**src/source/fetch_pkg.sv**
```systemverilog
package fetch_pkg;

  localparam int ADDR_W = 64;
  localparam int INST_W = 32;
  localparam int WORD_W = 64;       // one memory beat
  localparam int CNT_W  = 8;        // beat index field, up to 256 beats per line

  // addi x0, x0, 0
  localparam logic [INST_W-1:0] NOP_INST = 32'h0000_0013;

  typedef enum logic [1:0] {
    REFILL_IDLE = 2'd0,
    REFILL_REQ  = 2'd1,
    REFILL_FILL = 2'd2,
    REFILL_DONE = 2'd3
  } refill_state_e;

  // handed to decode
  typedef struct packed {
    logic              valid;
    logic [ADDR_W-1:0] pc;
    logic [INST_W-1:0] inst;
  } fetch_out_t;

  // line request to memory, addr is line aligned
  typedef struct packed {
    logic              valid;
    logic [ADDR_W-1:0] addr;
  } mem_req_t;

  // one word written into the line being refilled
  typedef struct packed {
    logic              valid;
    logic [ADDR_W-1:0] index;  // line number, i.e. addr without the line offset
    logic [CNT_W-1:0]  beat;
    logic [WORD_W-1:0] data;
  } fill_wr_t;

endpackage

```
**src/source/pc_gen.sv**
```systemverilog
`timescale 1ns/10ps

module pc_gen
  import fetch_pkg::*;
#(
  parameter logic [ADDR_W-1:0] RESET_PC = 64'h1000
) (
  input  logic              clk,
  input  logic              rst_n,
  input  logic              stall_i,
  input  logic              redirect_i,
  input  logic [ADDR_W-1:0] redirect_pc_i,
  input  logic              advance_i,
  output logic [ADDR_W-1:0] pc_o
);

  logic [ADDR_W-1:0] pc_q;
  logic [ADDR_W-1:0] pc_d;

  // redirect wins over stall and over a hit
  always_comb begin
    if (redirect_i) begin
      pc_d = redirect_pc_i;
    end else if (advance_i && !stall_i) begin
      pc_d = pc_q + ADDR_W'(4);  // decode took the instruction
    end else begin
      pc_d = pc_q;               // miss or stall, hold
    end
  end

  always_ff @(posedge clk or negedge rst_n) begin
    if (!rst_n) begin
      pc_q <= RESET_PC;
    end else begin
      pc_q <= pc_d;
    end
  end

  assign pc_o = pc_q;

endmodule

```
**src/source/icache_array.sv**
```systemverilog
`timescale 1ns/10ps

module icache_array
  import fetch_pkg::*;
#(
  parameter int LINES = 8,
  parameter int BEATS = 4
) (
  input  logic              clk,
  input  logic              rst_n,
  input  logic [ADDR_W-1:0] pc_i,
  input  fill_wr_t          fill_i,
  input  logic              line_valid_i,
  output logic              hit_o,
  output logic [INST_W-1:0] inst_o
);

  localparam int WOFF_W = $clog2(BEATS);   // word within line
  localparam int IDX_W  = $clog2(LINES);
  localparam int BOFF_W = WOFF_W + 3;      // byte offset within line
  localparam int TAG_W  = ADDR_W - IDX_W - BOFF_W;

  logic [LINES-1:0]  valid_q;
  logic [TAG_W-1:0]  tag_q  [LINES];
  logic [WORD_W-1:0] data_q [LINES][BEATS];

  // lookup fields of the current pc
  logic [TAG_W-1:0]  pc_tag;
  logic [IDX_W-1:0]  pc_idx;
  logic [WOFF_W-1:0] pc_word;
  logic              pc_half;

  // fields of the line being filled
  logic [IDX_W-1:0]  fill_idx;
  logic [TAG_W-1:0]  fill_tag;
  logic [WOFF_W-1:0] fill_word;
  logic [WORD_W-1:0] rd_word;

  assign pc_half = pc_i[2];
  assign pc_word = pc_i[3 +: WOFF_W];
  assign pc_idx  = pc_i[BOFF_W +: IDX_W];
  assign pc_tag  = pc_i[BOFF_W + IDX_W +: TAG_W];

  assign fill_idx  = fill_i.index[IDX_W-1:0];
  assign fill_tag  = fill_i.index[IDX_W +: TAG_W];
  assign fill_word = fill_i.beat[WOFF_W-1:0];

  // a fill drops the old line first, so an aliasing pc evicts it
  always_ff @(posedge clk or negedge rst_n) begin
    if (!rst_n) begin
      valid_q <= '0;
    end else if (fill_i.valid) begin
      valid_q[fill_idx] <= 1'b0;
    end else if (line_valid_i) begin
      valid_q[fill_idx] <= 1'b1;  // index still held by the fsm in DONE
    end
  end

  always_ff @(posedge clk) begin
    if (fill_i.valid) begin
      tag_q[fill_idx]             <= fill_tag;
      data_q[fill_idx][fill_word] <= fill_i.data;
    end
  end

  assign hit_o   = valid_q[pc_idx] && (tag_q[pc_idx] == pc_tag);
  assign rd_word = data_q[pc_idx][pc_word];
  assign inst_o  = pc_half ? rd_word[63:32] : rd_word[31:0];  // little endian halves

endmodule

```
**src/source/icache_fsm.sv**
```systemverilog
`timescale 1ns/10ps

module icache_fsm
  import fetch_pkg::*;
#(
  parameter int BEATS = 4
) (
  input  logic              clk,
  input  logic              rst_n,
  input  logic              hit_i,
  input  logic [ADDR_W-1:0] pc_i,
  input  logic              mem_rvalid_i,
  input  logic [WORD_W-1:0] mem_rdata_i,
  input  logic [CNT_W-1:0]  count_i,
  input  logic              last_i,
  output logic              clear_o,
  output mem_req_t          mem_req_o,
  output fill_wr_t          fill_o,
  output logic              line_valid_o,
  output refill_state_e     state_o
);

  localparam int BOFF_W = $clog2(BEATS) + 3;  // bytes per line as a shift

  refill_state_e     state_q;
  refill_state_e     state_d;
  logic [ADDR_W-1:0] line_q;  // line aligned miss address

  always_comb begin
    state_d = state_q;
    case (state_q)
      REFILL_IDLE: if (!hit_i) state_d = REFILL_REQ;
      REFILL_REQ:  state_d = REFILL_FILL;  // single request strobe
      REFILL_FILL: if (mem_rvalid_i && last_i) state_d = REFILL_DONE;
      REFILL_DONE: state_d = REFILL_IDLE;
      default:     state_d = REFILL_IDLE;
    endcase
  end

  always_ff @(posedge clk or negedge rst_n) begin
    if (!rst_n) begin
      state_q <= REFILL_IDLE;
    end else begin
      state_q <= state_d;
    end
  end

  // pc may move on a redirect, the fill keeps this line
  always_ff @(posedge clk) begin
    if (state_q == REFILL_IDLE && !hit_i) begin
      line_q <= {pc_i[ADDR_W-1:BOFF_W], {BOFF_W{1'b0}}};
    end
  end

  always_comb begin
    mem_req_o.valid = (state_q == REFILL_REQ);
    mem_req_o.addr  = line_q;

    fill_o.valid = (state_q == REFILL_FILL) && mem_rvalid_i;
    fill_o.index = line_q >> BOFF_W;
    fill_o.beat  = count_i;  // beats arrive in address order
    fill_o.data  = mem_rdata_i;
  end

  assign clear_o      = (state_q == REFILL_REQ);
  assign line_valid_o = (state_q == REFILL_DONE);
  assign state_o      = state_q;

endmodule

```
**src/source/beat_counter.sv**
```systemverilog
`timescale 1ns/10ps

module beat_counter
  import fetch_pkg::*;
#(
  parameter int BEATS = 4
) (
  input  logic             clk,
  input  logic             rst_n,
  input  logic             clear_i,
  input  logic             beat_i,
  output logic [CNT_W-1:0] count_o,
  output logic             last_o
);

  logic [CNT_W-1:0] count_q;

  assign last_o = beat_i && (count_q == CNT_W'(BEATS - 1));

  always_ff @(posedge clk or negedge rst_n) begin
    if (!rst_n) begin
      count_q <= '0;
    end else if (clear_i) begin
      count_q <= '0;
    end else if (beat_i) begin
      count_q <= last_o ? '0 : count_q + CNT_W'(1);  // wrap after a full line
    end
  end

  assign count_o = count_q;

endmodule

```
**src/source/if_stage.sv**
```systemverilog
`timescale 1ns/10ps

module if_stage
  import fetch_pkg::*;
#(
  parameter int                LINES    = 8,
  parameter int                BEATS    = 4,
  parameter logic [ADDR_W-1:0] RESET_PC = 64'h1000
) (
  input  logic              clk,
  input  logic              rst_n,
  input  logic              stall_i,
  input  logic              redirect_i,
  input  logic [ADDR_W-1:0] redirect_pc_i,
  input  logic              mem_rvalid_i,
  input  logic [WORD_W-1:0] mem_rdata_i,
  output fetch_out_t        fetch_o,
  output mem_req_t          mem_req_o
);

  logic [ADDR_W-1:0] pc;
  logic              hit;
  logic [INST_W-1:0] inst;
  fill_wr_t          fill;
  logic              line_valid;
  logic              cnt_clear;
  logic [CNT_W-1:0]  cnt;
  logic              cnt_last;

  // pc only moves past an instruction the cache delivered
  pc_gen #(
    .RESET_PC (RESET_PC)
  ) pc_gen_i (
    .clk           (clk),
    .rst_n         (rst_n),
    .stall_i       (stall_i),
    .redirect_i    (redirect_i),
    .redirect_pc_i (redirect_pc_i),
    .advance_i     (hit),
    .pc_o          (pc)
  );

  icache_array #(
    .LINES (LINES),
    .BEATS (BEATS)
  ) icache_array_i (
    .clk          (clk),
    .rst_n        (rst_n),
    .pc_i         (pc),
    .fill_i       (fill),
    .line_valid_i (line_valid),
    .hit_o        (hit),
    .inst_o       (inst)
  );

  icache_fsm #(
    .BEATS (BEATS)
  ) icache_fsm_i (
    .clk          (clk),
    .rst_n        (rst_n),
    .hit_i        (hit),
    .pc_i         (pc),
    .mem_rvalid_i (mem_rvalid_i),
    .mem_rdata_i  (mem_rdata_i),
    .count_i      (cnt),
    .last_i       (cnt_last),
    .clear_o      (cnt_clear),
    .mem_req_o    (mem_req_o),
    .fill_o       (fill),
    .line_valid_o (line_valid),
    .state_o      ()           // observed by the bound assertions
  );

  beat_counter #(
    .BEATS (BEATS)
  ) beat_counter_i (
    .clk     (clk),
    .rst_n   (rst_n),
    .clear_i (cnt_clear),
    .beat_i  (mem_rvalid_i),
    .count_o (cnt),
    .last_o  (cnt_last)
  );

  // a redirect squashes whatever sits at the pc this cycle
  always_comb begin
    fetch_o.valid = hit && !redirect_i;
    fetch_o.pc    = pc;
    fetch_o.inst  = fetch_o.valid ? inst : NOP_INST;
  end

endmodule

```
**config.mk**
```make
export PLATFORM = sky130hd
export DESIGN_NAME = if_stage
export DESIGN_NICKNAME = d
export VERILOG_FILES = /design/src/source/fetch_pkg.sv /design/src/source/pc_gen.sv /design/src/source/icache_array.sv /design/src/source/icache_fsm.sv /design/src/source/beat_counter.sv /design/src/source/if_stage.sv
export SDC_FILE = /design/constraint.sdc
export NUM_CORES = 2
export LEC_CHECK = 0
export BUFFER_PORTS_ARGS = -buffer_cell sky130_fd_sc_hd__buf_2
export CORE_MARGIN = 2
export CORE_UTILIZATION = 60
export CTS_CLUSTER_SIZE = 40
export DETAILED_ROUTE_END_ITERATION = 10
export PLACE_DENSITY_LB_ADDON = 0.2
export SLEW_MARGIN = 0
export SYNTH_ARGS = -nofsm -noshare
export SYNTH_HDL_FRONTEND = slang
export SYNTH_SLANG_ARGS = --single-unit
```
**constraint.sdc**
```tcl
create_clock -name clk -period 8.4 [get_ports clk]
set_clock_uncertainty 0.05 [all_clocks]
set_input_delay 1.68 -clock clk [delete_from_list [all_inputs] [get_ports clk]]
set_output_delay 1.68 -clock clk [all_outputs]
set_load 0.02 [all_outputs]
```
* Word level (Yosys, flattened, before mapping)
Memories as Yosys holds them, arrays and structs flattened. Index checks and enable logic that the tools add are counted.
Storage, ports and cells: flip-flop bits (word level) 141, bits in writable memories 2496, output and inout bits 162, logic and storage cells 68, memories kept 2
Cells by class: add/sub/neg operators 2, $lt $le $gt $ge 6, eq/ne operators 7, muxes and demuxes 24, bitwise logic cells 5, reductions and logical operators 17
Memory list:
- icache_array_i.data_q | words 8, width 256, read ports 1, clocked after Yosys merged registers in 0, wr ports 1, line icache_array.sv:25 | logic [WORD_W-1:0] data_q [LINES][BEATS];
- icache_array_i.tag_q | words 8, width 56, read ports 1, clocked after Yosys merged registers in 0, wr ports 1, line icache_array.sv:24 | logic [TAG_W-1:0] tag_q [LINES];
Operators with widths (number):
- 2-to-1 mux 64 bit | 5
- 2-to-1 mux 256 bit | 1
- binary-select mux 64 bit (select 2 bit) | 1
- demux 64 bit (select 2 bit) | 1
- adder 64 x 3 -> 64 bit, second input constant | 1
- 2-to-1 mux 32 bit | 2
- equality test 56 bit | 1
- 2-to-1 mux 8 bit | 5
- logical AND 1 bit | 9
- adder 8 x 1 -> 8 bit, second input constant | 1
- AND 8 bit | 1
- equality test 8 x 2 -> 1 bit, second input constant | 1
- < comparator 3 x 4 -> 1 bit, second input constant | 2
- NOT 8 bit | 1
- bitwise OR 8 bit | 1
- one-hot mux 2 bit (4 select lines) | 1
- greater-or-equal comparator 3 bit, second input constant | 2
- NOT 2 -> 3 bit | 2
- nonzero test 2 bit | 3
- equality test 2 bit, second input constant | 2
- 2-to-1 mux 1 bit | 4
- 2-to-1 mux 2 bit | 2
- binary-select mux 1 bit (select 3 bit) | 1
- demux 1 bit (select 3 bit) | 1
- other kinds (8) | 10

* Depth between registers and ports, before layout
depth after elaboration 7, depth in mapped cells 18

* Hierarchy
A second synthesis with hierarchy kept.
Unflattened totals: cells, all modules 4541, area total of the unflattened synthesis 102988.8 µm²
By module, submodules not included:
- icache_array | instances 1, cells each 3822, area an instance 95467.8 µm², seq. area each 75152.1 µm²
- pc_gen | instances 1, cells each 418, area an instance 3733.6 µm², seq. area each 1602.8 µm²
- icache_fsm | instances 1, cells each 219, area an instance 3027.9 µm², seq. area each 1821.7 µm²
- beat_counter | instances 1, cells each 43, area an instance 442.9 µm², seq. area each 200.2 µm²
- if_stage | instances 1, cells each 39, area an instance 316.6 µm², seq. area each 0.0 µm²

* Least setup slack after synthesis
No wires, ideal clock.
path kind input -> register, start point in mem_rvalid_i, end point mem icache_array_i.data_q[3][0] (netlist bit), enable pin, setup time 0.428 ns, arrival time 7.695 ns, slack 0.227 ns, stages 3, path buffers 0, path through nand2_1 > nor3_1 > and2_1
On the way: word-level cells in the longest chain between the ends 3
Ends and longest elaborated chain:
- start: declaration | line if_stage.sv:15 | input logic mem_rvalid_i,
- logical AND 1 bit | line icache_fsm.sv:59 | fill_o.valid = (state_q == REFILL_FILL) && mem_rvalid_i;
- 2-to-1 mux 1 bit | line icache_array.sv:60 | if (fill_i.valid) begin
- 2-to-1 mux 256 bit (not written as such) | line icache_array.sv:62 | data_q[fill_idx][fill_word] <= fill_i.data;
- end: declaration | line icache_array.sv:25
Every way passes these cells.

==> reports/qor.csv <==
stage,metric,value,unit
synth,top-area cell type share of the netlist area,74.23,%
power_and_ir_drop,peak supply drop,241.3,uV
grt,GR Util met3,4.942,%
cts,CTS Buf Count,279,
timing,setup_tns,0,ns
timing,Final period util,94.64,%
grt,initial antenna violation count,23,
layout,area delta synth->final,12.02,%
detailed_routing,DRC viols,0,
worst_setup_path,nature of the critical path startpoint,flip-flop,
die,Std-Cell Rows,152,
power_and_ir_drop,Logic pwr share,9.7,%
grt,Global Route met1 Usage,42.95,%
cts,Num Clock Sinks,2637,
power_and_ir_drop,power share of the clock group,38.1,%
timing,final setup fails,0,
timing,FMAX,0.1258,GHz
cts,H-tree depth,5,
run,max-cap violation count,0,
timing,final hold vios,0,
grt,Congestion Overflow GR,0,
grt,largest net degree at the start of global routing,153,
synth,Ys Warns,0,
grt,met2 Use GR,50.27,%
die,effective utilization at floorplan,60.32,%
cts,cts hold-fix bufs,0,
detailed_routing,final wirelength,274.6,mm
run_status,status,"finished, final reports clean",
synth,Cell variety after synth,73,
synth,Synth area leaders,"edfxtp_1 74%, mux4_2 7.9%, mux2i_1 4.4%",
detailed_routing,via/cell ratio,6.753,
timing,unrepaired setup endpoints after global routing,false,
power_and_ir_drop,cell-internal power,22.63,mW
synth,Post-Syn Area,103400,sq um
cts,"Clk pin slew, worst setup/hold paths",0.06,ns
timing,Hold Slack,0.4104,ns
grt,first-pass GRT wire length,389.7,mm
power_and_ir_drop,total power,29.79,mW
cts,PostCTS Resize Cnt,0,
synth,top cell type by total area after synthesis,edfxtp_1,
grt,gr busiest metal,met2,
worst_setup_path,crit path kind,flip-flop to output pin,
cts,CTS tree,yes,
synth,number of flops mapped to enable cells by yosys,2555,
worst_setup_path,CP Capture Type,output pin,
grt,number of global-route vias before repair,54490,
worst_setup_path,top fanout value on the critical path,52,
placement,DP HPWL,145.9,mm
cts,clk buf depth,4,
synth,Main synth FF type,edfxtp_1,
timing,fin. max-slew vios,0,
power_and_ir_drop,LEAKAGE,38.57,nW
die,die footprint,175600,sq um
cts,Root Driver,clkbuf_16,
detailed_routing,WL/cell,33.20,um
power_and_ir_drop,P_sw,7.163,mW
synth,"flops & latches, synth",2637,
die,core region area,171400,sq um
die,top-level I/O count,295,
timing,Period minus WS final,7.950,ns
placement,Setup WS pre-CTS,1.411,ns
cts,Post CTS Setup Buffer Count,0,
cts,worst-skew pair later-pin latency,0.90,ns
synth,Post-Synthesis Cells,5376,
worst_hold_path,hold crit path type,flip-flop to flip-flop,
timing,Setup WS post-layout,0.4501,ns
worst_setup_path,worst endpoint required time,6.67,ns
worst_setup_path,worst reg2reg setup slack,2.96,ns
synth,sequential area share after synthesis,76.22,%
synth,most numerous cell in the Yosys netlist,edfxtp_1,
grt,All-Layer GR Usage,31.35,%
synth,most instantiated cells after synthesis,"2,555 x edfxtp_1, 450 x mux2i_1, 361 x mux4_2, 218 x a21oi_1, 187 x nand2_1",
synth,syn_area_per_cell,19.22,sq um
power_and_ir_drop,PD cells,257.3,nW/um^2
power_and_ir_drop,Reg power frac,52.2,%
layout,fin nets,5898,
detailed_routing,First-pass DRT Iterations,6,
detailed_routing,DR iter-0 viols,7272,
detailed_routing,vias,55860,
timing,Worst Max-Slew Pin Slew,1.135,ns
detailed_routing,Final ANT Viol Nets,0,
timing,slew margin rel.,24.34,%
layout,# fillers,10980,
placement,RD Place Congestion,0.8793,
power_and_ir_drop,Switching Fraction,24.04,%
synth,"Async S/R FF share, synth",3.110,%
layout,layout cells sized above 1,22.45,%
worst_setup_path,Worst EP arrival,6.22,ns
die,die width,419.0,um
placement,PortBufs,289,
die,Die Ht,419.0,um
placed cells by master, fill, tap and decap left out, types with 18 or more instances in the layout:
cell	count
a21oi_1	218
clkbuf_16	283
a31oi_1	42
xnor2_1	28
and2_4	33
dfrtp_1	75
mux2_2	144
a211oi_1	119
clkinv_1	55
xor2_1	20
nor2_1	79
o221ai_1	117
and3_1	19
buf_4	103
buf_2	288
o22ai_1	129
nand3_1	44
nand4_1	28
inv_1	29
mux4_2	361
clkinv_2	38
edfxtp_1	2555
o21ai_0	139
mux2i_1	450
or4_1	18
nand2_1	185
diode_2	19
a22oi_1	33
clkbuf_1	66
final cells by class:
class	count	area [sq um]	share of cell area, %
antenna	19	47.55	0.04107
inverter	30	112.6	0.09727
clock buffer	351	7357	6.355
sequential	2637	78800	68.06
multi-input combinational	2401	23190	20.03
clock inverter	118	863.3	0.7457
tap	2310	2890	2.497
timing repair buffer	406	2515	2.172
per-layer routing:
metal / share of wire, % / wire length (um)
met1: 37 / 102900
met4: 4.9 / 13390
met5: 0.0047 / 13
met2: 48 / 133100
met3: 9.2 / 25310
worst max-delay path, cell delays in order, from the launching register on:
cell      delay, ns
dfrtp_4        0.96
buf_4          0.73
mux4_2         0.41
nand2b_1       0.09
nand2_1        0.07
xor2_1         0.14
nor3_1         0.38
and4_1         0.53
and3_1         0.46
nand2_2        0.48
buf_4          0.39
or2_2          0.36
buf_2          0.18
power groups by stage:
stage	sequential [mW]	combinational [mW]	clock (mW)
finish	15.6	2.88	11.4
global route	15.6	3.04	12.0
CTS	15.5	2.87	11.5
detailed placement	15.8	2.86	0
global placement	15.8	2.83	0
floorplan	15.8	1.65	0
state kept, by name (all words and copies together) (netlist names), named ones only:
register,flops
icache_array_i.data_q,2048
pc_gen_i.pc_o,64
icache_array_i.tag_q,448
icache_fsm_i.line_q,59
icache_fsm_i.state_o,2
beat_counter_i.count_o,8
path summary, 6_finish.rpt:
| check | cells after the start | startpoint | to |
|---|---|---|---|
| max | 12 | pc_gen_i.pc_o[6] | fetch_o[1] |
| min | 0 | pc_gen_i.pc_o[59] | icache_fsm_i.line_q[59] |
| max reg2reg | 10 | pc_gen_i.pc_o[6] | pc_gen_i.pc_o[57] |
| min reg2reg | 0 | pc_gen_i.pc_o[59] | icache_fsm_i.line_q[59] |
| max in group asynchronous | 2 | rst_n | pc_gen_i.pc_o[4] |
| min in group asynchronous | 1 | rst_n | async pin |
cells by family after synthesis:
family | synth area share, %
AOI/OAI and AO/OA | 5.390
xor gates and xnor gates | 0.4068
adders and majority gates | 0.1211
buffers and inverters | 1.524
DFF | 76.22
muxes | 13.86
other | 0.003628
and+or+nand+nor | 2.475
stage by stage:
step                instances  cell area [sq um]  utilization (%)
detailed placement       7784             107500            62.74
floorplan                5380             103400                -
CTS                      8253             115700            67.54
global route             8266             115800            67.55
global placement         7784             107500            62.74
finish                   8272             115800            67.56
Note: power is estimated with default switching activity, not from simulation.
